File: src/hdl/nocPkg.sv
`default_nettype none

package nocPkg;

  typedef logic [2:0] flitIdT;
  typedef logic [31:0] payloadT;
  typedef logic [11:0] lengthT;

  // flit kinds are one-hot, so an all-zero id never matches any of them.
  localparam flitIdT FlitHead = 3'b001;
  localparam flitIdT FlitBody = 3'b010;
  localparam flitIdT FlitTail = 3'b100;

  // a head flit carries its tenure budget in the low payload bits.
  typedef struct packed {
    flitIdT  id;
    payloadT payload;
  } flitT;

endpackage

`default_nettype wire

File: src/hdl/arbPkg.sv
`default_nettype none

package arbPkg;

  localparam int NumPorts = 5;

  // the declaration order is also the rotation order of the arbiter.
  typedef enum logic [2:0] {
    PortLocal,
    PortNorth,
    PortEast,
    PortWest,
    PortSouth
  } portT;

  // each owner state sits one code above its port.
  typedef enum logic [2:0] {
    StIdle,
    StLocal,
    StNorth,
    StEast,
    StWest,
    StSouth
  } arbStateT;

  typedef struct packed {
    nocPkg::flitT flit;
    portT         src;
  } taggedFlitT;

  typedef struct packed {
    logic [NumPorts-1:0] owner;
    logic                active;
  } grantT;

endpackage

`default_nettype wire

File: src/hdl/inputFifo.sv
`default_nettype none

module inputFifo #(
  parameter int FifoDepth = 4
) (
  input  logic         clk,
  input  logic         rst,
  input  nocPkg::flitT inFlit,
  input  logic         inValid,
  output logic         inReady,
  input  logic         pop,
  output nocPkg::flitT headFlit,
  output logic         notEmpty
);
  import nocPkg::*;

  localparam int AddrW = $clog2(FifoDepth);

  flitT mem [FifoDepth];
  logic [AddrW:0] wrPtr;
  logic [AddrW:0] rdPtr;
  logic full;
  logic push;
  logic take;

  // the pointers carry one extra wrap bit so that full and empty can be told apart.
  assign notEmpty = wrPtr != rdPtr;
  assign full = (wrPtr[AddrW] != rdPtr[AddrW]) &&
                (wrPtr[AddrW-1:0] == rdPtr[AddrW-1:0]);
  assign inReady = !full;
  assign push = inValid && !full;
  assign take = pop && notEmpty;

  always_ff @(posedge clk)
  begin
    if (rst)
    begin
      wrPtr <= '0;
      rdPtr <= '0;
    end
    else
    begin
      if (push)
        wrPtr <= wrPtr + 1'b1;
      if (take)
        rdPtr <= rdPtr + 1'b1;
    end
  end

  always_ff @(posedge clk)
  begin
    if (push)
      mem[wrPtr[AddrW-1:0]] <= inFlit;
  end

  // an empty FIFO shows an all-zero head, so a stale entry is never taken for a head flit.
  assign headFlit = notEmpty ? mem[rdPtr[AddrW-1:0]] : '0;

endmodule

`default_nettype wire

File: src/hdl/tenureTimer.sv
`default_nettype none

module tenureTimer (
  input  logic         clk,
  input  logic         rst,
  input  nocPkg::flitT headFlit,
  input  logic         runTimer,
  output logic         timesUp
);
  import nocPkg::*;

  lengthT budget;
  lengthT count;

  always_ff @(posedge clk)
  begin
    if (rst)
    begin
      budget <= '0;
      count <= '0;
    end
    else
    begin
      // the budget follows whichever head flit currently sits at the FIFO head.
      if (headFlit.id == FlitHead)
        budget <= headFlit.payload[$bits(lengthT)-1:0];
      if (runTimer)
        count <= count + 1'b1;
      else
        count <= '0;
    end
  end

  assign timesUp = count == budget;

endmodule

`default_nettype wire

File: src/hdl/tenureArbiter.sv
`default_nettype none

module tenureArbiter (
  input  logic                        clk,
  input  logic                        rst,
  input  logic [arbPkg::NumPorts-1:0] notEmpty,
  input  logic [arbPkg::NumPorts-1:0] timesUp,
  output logic [arbPkg::NumPorts-1:0] runTimer,
  output arbPkg::grantT               grant
);
  import arbPkg::*;

  arbStateT state;
  arbStateT stateNext;
  logic [2:0] ownerIdx;
  logic [NumPorts-1:0] ownerOneHot;
  logic keep;

  // returns the owner state of the first requesting port among span ports from start.
  function automatic arbStateT firstReady(
    input logic [NumPorts-1:0] req,
    input int unsigned         start,
    input int unsigned         span
  );
    arbStateT pick;
    int unsigned idx;
    int k;
    pick = StIdle;
    // walking backwards lets the port nearest to start win.
    for (k = int'(span) - 1; k >= 0; k--)
    begin
      idx = (start + k) % NumPorts;
      if (req[idx])
        pick = arbStateT'(3'(idx + 1));
    end
    return pick;
  endfunction

  assign ownerIdx = state - 3'd1;

  always_comb
  begin
    ownerOneHot = '0;
    keep = 1'b0;
    stateNext = StIdle;
    case (state)
      StIdle:
      begin
        stateNext = firstReady(notEmpty, 0, NumPorts);
      end
      StLocal, StNorth, StEast, StWest, StSouth:
      begin
        ownerOneHot[ownerIdx] = 1'b1;
        keep = notEmpty[ownerIdx] && !timesUp[ownerIdx];
        // a released owner is only picked again by way of idle.
        if (keep)
          stateNext = state;
        else
          stateNext = firstReady(notEmpty, ownerIdx + 1, NumPorts - 1);
      end
      default:
      begin
        stateNext = StIdle;
      end
    endcase
  end

  always_ff @(posedge clk)
  begin
    if (rst)
      state <= StIdle;
    else
      state <= stateNext;
  end

  assign grant = '{owner: ownerOneHot, active: keep};
  assign runTimer = keep ? ownerOneHot : '0;

endmodule

`default_nettype wire

File: src/hdl/flitSelect.sv
`default_nettype none

module flitSelect (
  input  arbPkg::grantT               grant,
  input  nocPkg::flitT                headFlit [arbPkg::NumPorts],
  input  logic                        outReady,
  output arbPkg::taggedFlitT          outFlit,
  output logic                        outValid,
  output logic [arbPkg::NumPorts-1:0] pop
);
  import arbPkg::*;

  always_comb
  begin
    int i;
    outFlit = '0;
    for (i = 0; i < NumPorts; i++)
    begin
      if (grant.owner[i])
      begin
        outFlit.flit = headFlit[i];
        outFlit.src = portT'(3'(i));
      end
    end
  end

  assign outValid = grant.active;

  // the owner's head leaves its FIFO only on a completed output transfer.
  assign pop = (grant.active && outReady) ? grant.owner : '0;

endmodule

`default_nettype wire

File: src/hdl/outputStage.sv
`default_nettype none

module outputStage #(
  parameter int FifoDepth = 4
) (
  input  logic                        clk,
  input  logic                        rst,
  input  nocPkg::flitT                inFlit [arbPkg::NumPorts],
  input  logic [arbPkg::NumPorts-1:0] inValid,
  output logic [arbPkg::NumPorts-1:0] inReady,
  output arbPkg::taggedFlitT          outFlit,
  output logic                        outValid,
  input  logic                        outReady
);
  import nocPkg::*;
  import arbPkg::*;

  flitT headFlit [NumPorts];
  logic [NumPorts-1:0] notEmpty;
  logic [NumPorts-1:0] timesUp;
  logic [NumPorts-1:0] runTimer;
  logic [NumPorts-1:0] pop;
  grantT grant;

  for (genvar p = 0; p < NumPorts; p++)
  begin : portSlice
    inputFifo #(
      .FifoDepth(FifoDepth)
    ) fifo_i (
      .clk     (clk),
      .rst     (rst),
      .inFlit  (inFlit[p]),
      .inValid (inValid[p]),
      .inReady (inReady[p]),
      .pop     (pop[p]),
      .headFlit(headFlit[p]),
      .notEmpty(notEmpty[p])
    );

    tenureTimer timer_i (
      .clk     (clk),
      .rst     (rst),
      .headFlit(headFlit[p]),
      .runTimer(runTimer[p]),
      .timesUp (timesUp[p])
    );
  end

  tenureArbiter arbiter_i (
    .clk     (clk),
    .rst     (rst),
    .notEmpty(notEmpty),
    .timesUp (timesUp),
    .runTimer(runTimer),
    .grant   (grant)
  );

  flitSelect select_i (
    .grant   (grant),
    .headFlit(headFlit),
    .outReady(outReady),
    .outFlit (outFlit),
    .outValid(outValid),
    .pop     (pop)
  );

endmodule

`default_nettype wire

File: config.mk
export PLATFORM = sky130hd
export DESIGN_NAME = outputStage
export DESIGN_NICKNAME = d
export VERILOG_FILES = /design/src/hdl/nocPkg.sv /design/src/hdl/arbPkg.sv /design/src/hdl/inputFifo.sv /design/src/hdl/tenureTimer.sv /design/src/hdl/tenureArbiter.sv /design/src/hdl/flitSelect.sv /design/src/hdl/outputStage.sv
export SDC_FILE = /design/constraint.sdc
export NUM_CORES = 1
export LEC_CHECK = 0
export BUFFER_PORTS_ARGS = -buffer_cell sky130_fd_sc_hd__buf_2
export CAP_MARGIN = 25
export CELL_PAD_IN_SITES_DETAIL_PLACEMENT = 0
export CELL_PAD_IN_SITES_GLOBAL_PLACEMENT = 1
export CORE_ASPECT_RATIO = 1.25
export CORE_MARGIN = 3
export CORE_UTILIZATION = 52
export DETAILED_ROUTE_END_ITERATION = 8
export GPL_ROUTABILITY_DRIVEN = 0
export GPL_TIMING_DRIVEN = 0
export MAX_ROUTING_LAYER = met4
export PLACE_DENSITY_LB_ADDON = 0.1
export RECOVER_POWER = 100
export SLEW_MARGIN = 20
export SYNTH_ARGS = -nofsm -noshare
export SYNTH_HDL_FRONTEND = slang
export SYNTH_SLANG_ARGS = --single-unit
File: constraint.sdc
create_clock -name clk -period 8.4 [get_ports clk]
set_input_delay 0.84 -clock clk [delete_from_list [all_inputs] [get_ports clk]]
set_output_delay 0.84 -clock clk [all_outputs]
set_load 0.05 [all_outputs]
After elaboration in Yosys (flattened, before gate mapping)
Memory sizes are Yosys's and may differ from the RTL's. A register that Yosys moved wholly into a read port is not among the register bits.
Index checks and enable logic that the tools add are counted.
- bits in registers: 153
- bits in writable memories: 700
- bits of input ports: 183
- output and inout port bits: 44
- memories: 5
- memory list (name ; words ; width ; read ports ; clocked after memory_dff ; write ports ; line ; RTL):
    portSlice[0].fifo_i.mem ; 4 ; 35 ; 1 ; 1 ; 1 ; inputFifo.sv:19 ; flitT mem [FifoDepth];
    portSlice[1].fifo_i.mem ; 4 ; 35 ; 1 ; 1 ; 1 ; inputFifo.sv:19 ;
    portSlice[2].fifo_i.mem ; 4 ; 35 ; 1 ; 1 ; 1 ; inputFifo.sv:19 ;
    portSlice[3].fifo_i.mem ; 4 ; 35 ; 1 ; 1 ; 1 ; inputFifo.sv:19 ;
    portSlice[4].fifo_i.mem ; 4 ; 35 ; 1 ; 1 ; 1 ; inputFifo.sv:19 ;
- add/sub/neg operators: 24
- div/mod/pow operators: 4
- magnitude comparators: 6
- eq/ne operators: 31
- multiplexer cells: 59
- bitwise logic cells: 5
- reduce and logical (&&, ||, !) cells: 31
- operators with widths (cell ; number):
    two-way mux 38 bit ; 5
    two-way mux 35 bit ; 5
    less-than comparator 32 x 4 -> 1 bit (second input constant) ; 4
    modulo 32 x 3 -> 32 bit (second input constant) ; 4
    adder 32 x 2 -> 32 bit (second input constant) ; 2
    adder 12 x 1 -> 12 bit (second input constant) ; 5
    == test 12 bit ; 5
    adder 3 x 1 -> 3 bit (second input constant) ; 14
    adder 32 x 1 -> 32 bit (second input constant) ; 1
    two-way mux 3 bit ; 10
    two-way mux 2 bit ; 10
    binary-select mux 1 bit (select 3 bit) ; 6
    == test 3 x 1 -> 1 bit (second input constant) ; 6
    logical AND 1 bit ; 18
    two-way mux 1 bit ; 18
    two-way mux 5 bit ; 3
    != test 3 bit ; 5
    == test 2 bit ; 5
    OR reduction 2 bit ; 5
    == test 3 x 2 -> 1 bit (second input constant) ; 2
    == test 3 bit (second input constant) ; 2
    logical NOT 1 bit ; 6
    one-hot mux 3 bit (2 select lines) ; 1
    != test 1 bit ; 5
    other kinds (9) ; 13

Longest topological paths before layout
- depth in word-level cells: 12
- mapped depth: 27
- gate-level depth less buffers: 19

Modules after synthesis
Synthesis repeated with hierarchy kept, for this count alone.
- cells, all modules: 2575
- area, all modules: 38592.0 um^2
- modules (own cells, without submodules) (module ; times used ; cells an instance ; area each (um^2) ; sequential area each (um^2)):
    inputFifo ; 5 ; 292 ; 5875.6 ; 4364.2
    tenureTimer ; 5 ; 113 ; 1073.5 ; 480.5
    tenureArbiter ; 1 ; 296 ; 2052.0 ; 60.1
    flitSelect ; 1 ; 254 ; 1794.2 ; 0.0

Least setup slack after synthesis
Ideal clock, no wire load.
- path kind: register to register
- start point: register arbiter_i.state[0]
- end point: register arbiter_i.state[2]
- library setup time: 0.116 ns
- data arrival time: 6.194 ns
- slack: 2.090 ns
- cell stages (with the launch flop): 27
- cell sequence: dfxtp_1 > clkbuf_1 > inv_1 > buf_2 > buf_1 > ha_1 > ha_1 > buf_2 > buf_1 > buf_2 > xnor2_1 > ha_1 > dlygate4sd1_1 > ha_1 > or3b_1 > buf_6 > nand2_1 > a22o_2 > ha_1 > a21oi_1 > a22o_4 > or4_4 > o211a_4 > a21oi_2 > nand2_1 > a211o_1 > a31o_1
- cells in the longest elaborated chain, start to end: 12
- ends and longest elaborated chain (element ; line ; RTL):
    start: declaration ; tenureArbiter.sv:13 ; arbStateT state;
    start signal: assignment ; tenureArbiter.sv:71 ; state <= StIdle;
    start signal: assignment ; tenureArbiter.sv:73 ; state <= stateNext;
    subtractor 3 x 1 -> 3 bit ; tenureArbiter.sv:39 ; assign ownerIdx = state - 3'd1;
    adder 3 x 1 -> 4 bit ; tenureArbiter.sv:59 ; stateNext = firstReady(notEmpty, ownerIdx + 1, NumPorts - 1);
    adder 32 x 2 -> 32 bit ; tenureArbiter.sv:32 ; idx = (start + k) % NumPorts;
    modulo 32 x 3 -> 32 bit ; tenureArbiter.sv:32 ;
    binary-select mux 1 bit (select 3 bit) ; tenureArbiter.sv:33 ; if (req[idx])
    two-way mux 1 bit (not written as such) ; tenureArbiter.sv:33 ;
    two-way mux 3 bit (4 in a row) ; tenureArbiter.sv:33 ;
    two-way mux 3 bit ; tenureArbiter.sv:56 ; if (keep)
    one-hot mux 3 bit (2 select lines) ; tenureArbiter.sv:46 ; case (state)
Parallel ways exist; a longest one is shown, timed or not. The select of a mux whose other input is x is not followed.
A chain may end at the register's enable or synchronous reset.

==> flow_summary.toml <==
[layout]
final-instance-count-excl-fill = 3423
syn_to_final_growth_pct = 13.97
fin_area_sq_um = 40170
final_core_util = 0.5998
nNetsFinal = 2701
drive_above_1_share = 0.1435

[timing]
fin_crit_sh = 0.9435
drv_slew = 376
hold_violations = 0
fin_crit_ns = 7.925
skew_ns = 0.04351
slew_headroom = -0.2494
finalSetupViolCount = 0
rsz0062_at_grt = "false"
tns_ns = 0
setup_slack_ns = 0.4745
holdWs_ns = 0.4447
worstMarginPinSlew_ns = 1.874
max_freq_mhz = 126.2

[logic_synthesis]
ys_types = 74
synthAdderAreaFrac = 0.01917
synthSimpleGateAreaFrac = 0.06326
synth_edf_count = 700
muxShareOfSynthArea = 0.1365
ys_seq_elements = 863
synth_top_family_by_area = "multiplexers"
syn_avg_cell_area_sq_um = 16.57
synth_area_sq_um = 35250
synth_xor_area_frac = 0.03912
syn_inst = 2127
postSynth.asyncResetShare = 0
synthesis.nets = 2364
synth_flop_cell = "edfxtp_1"
synth_compound_area_frac = 0.03628
ys.warnings.count = 0
yosysSeqAreaShare = 0.6889

[worst_hold_path]
min_from = "inFlit[113]"
hold_path.class = "in2reg"

[drt]
drtPass1Iterations = 7
wl_met2_mm = 44.43
route.met3.wl_mm = 5.833
vias = 19800
wire_per_inst_um = 25.62
ant_nets = 0
drc = 0
dr.max_layer_used = "met4"
route.layer.met1.wl_mm = 34.19
first_iter_violations = 1480
drt-vias-per-instance = 5.784
drt-total-wl_mm = 87.69

[clocking]
cts_max_path_buffers = 3
cts.sinks = 863
cts-resized-gates = 0
clkLatencyLatePin_ns = 0.65
postCtsSetupRepairBufs = 0
clkTransAtPathRegs_ns = 0.07
cts_tree = "yes"
cts-root-buf = "clkbuf_16"
postCtsHoldBufs = 0
numCtsBuffers = 84
htree_levels = 3

[floorplanning]
die_x_um = 238.9
start_util = 0.5263
row_count = 106
core_sq_um = 66980
ioPinCount = 227
dieHeight_um = 297.1
die_area_sq_um = 70960

[global_routing]
grt_pass1_vias = 20350
grt_max_degree = 28
grt.overflow.total = 0
antenna_found_initial = 23
grt_pass1_wl_mm = 129.9
gr-usage-all-layers = 0.2568

[pwr]
internal_power_mw = 7.998
power_density_nw_per_um2 = 284.2
p_sw_mw = 3.416
vdd_ir_drop_max_v = 0.0002321
p_seq_frac = 0.427
p_leak_nw = 13.61
totalPowerFinal_mw = 11.41
p_sw_frac = 0.2993
p_comb_frac = 0.240
clock_power_share = 0.333

[outcome]
outcome = "finished, violations left"
violations = "capacitance limit, slew limit"

[place]
dp_hpwl_mm = 63.95
dp_slack_ns = 0.6549
io_buffers = 226
dp.cells = 3240
placed_area_sq_um = 37960

[critical_path]
startpoint = "arbiter_i.state[0]"
worst_setup_path_start_kind = "flip-flop"
crit_arrival_ns = 7.09
cp_max_fo = 13
worst_setup_path_end_kind = "output pin"
r2r_start = "arbiter_i.state[0]"
critPathKind = "reg2out"
worstPathRequired_ns = 7.56

[run]
max-cap-violations = 15
-- power by group through the flow --
stage | clock network [mW] | registers (mW) | logic (mW)
2_1_floorplan | 0 | 4.95 | 1.99
3_3_place_gp | 0 | 4.96 | 2.70
3_5_place_dp | 0 | 4.96 | 2.77
4_1_cts | 3.87 | 4.87 | 2.78
5_1_grt | 4.07 | 4.89 | 2.96
6_report | 3.80 | 4.88 | 2.73
-- layer usage --
layer / track usage / up-vias
met5: - / -
met4: 0.09479 / 0
met3: 0.05990 / 143
met2: 0.4203 / 588
met1: 0.3137 / 10070
li1: - / 9002
-- synth_stat cells, types with 33 or more instances --
library cell | count | area (sq um)
nand2_1 | 72 | 270.3
a22oi_1 | 68 | 510.5
xor2_1 | 77 | 674.4
ha_1 | 54 | 675.7
nor2_1 | 190 | 713.2
edfxtp_1 | 700 | 21020
xnor2_1 | 76 | 665.6
mux2i_1 | 79 | 790.8
nand3_1 | 67 | 335.3
mux4_2 | 176 | 3964
clkbuf_1 | 84 | 315.3
dfxtp_1 | 163 | 3263
and3_1 | 41 | 256.5
a21oi_1 | 33 | 165.2
inv_1 | 36 | 135.1
-- flip-flops by register name, indices dropped and copies added, names as in the netlist, named ones only --
| register | count |
|---|---|
| arbiter_i.state | 3 |
| portSlice.fifo_i.mem | 700 |
| portSlice.timer_i.budget | 60 |
| portSlice.timer_i.count | 60 |
| portSlice.fifo_i.rdPtr | 15 |
| portSlice.fifo_i.wrPtr | 15 |
-- layout make-up --
class                   instances  area, sq um
plain buffers                 110        450.4
diodes                         23        57.56
clock inverters                54        605.6
multi-input cells            1117        10380
inverters                      37        138.9
well taps                     864         1081
repair buffers                251        975.9
fillers                      5153        26810
clock buffers                 104         2197
flip-flops and latches        863        24280
-- worst max-delay path: stages (launching register included) --
cell,delay [ns]
dfxtp_1,0.58
clkbuf_1,0.52
inv_1,0.15
buf_2,0.25
clkbuf_1,0.38
ha_1,0.39
ha_1,0.35
buf_2,0.23
clkbuf_1,0.44
buf_2,0.38
nand3_1,0.32
nor3_2,0.62
clkbuf_1,0.44
clkbuf_1,0.45
a22oi_1,0.28
nand3_1,0.18
clkbuf_1,0.48
-- path summary, 6_finish.rpt --
check,cells after the start,slack (ns),endpoint
setup reg to reg,26,0.52,arbiter_i.state[0]
hold / removal,1,0.44,portSlice[1].fifo_i.mem[0][8]
hold reg to reg,1,0.49,portSlice[3].timer_i.count[0]
setup / recovery,16,0.47,outFlit[17]
-- cell usage in the layout, fill, tap and decap left out, types with 67 or more instances in the layout --
cell type	netlist	layout
xnor2_1	76	76
mux4_2	176	176
clkbuf_16	0	84
clkbuf_1	84	341
nand2_1	72	72
mux2i_1	79	79
a22oi_1	68	68
dfxtp_1	163	163
nor2_1	190	190
xor2_1	77	77
edfxtp_1	700	700
nand3_1	67	67
-- kinds of logic (layout without fill, tap and decap cells) --
group                    after synthesis  in the layout
flip-flops                           863            863
AND/OR/NAND/NOR                      471            471
multiplexers                         260            260
AO/OA/AOI/OAI                        177            177
XOR/XNOR                             155            155
buffers and inverters                147            556
adder cells (fa/ha/maj)               54             54
other                                  0             23
(Power assumes the default switching activity.)
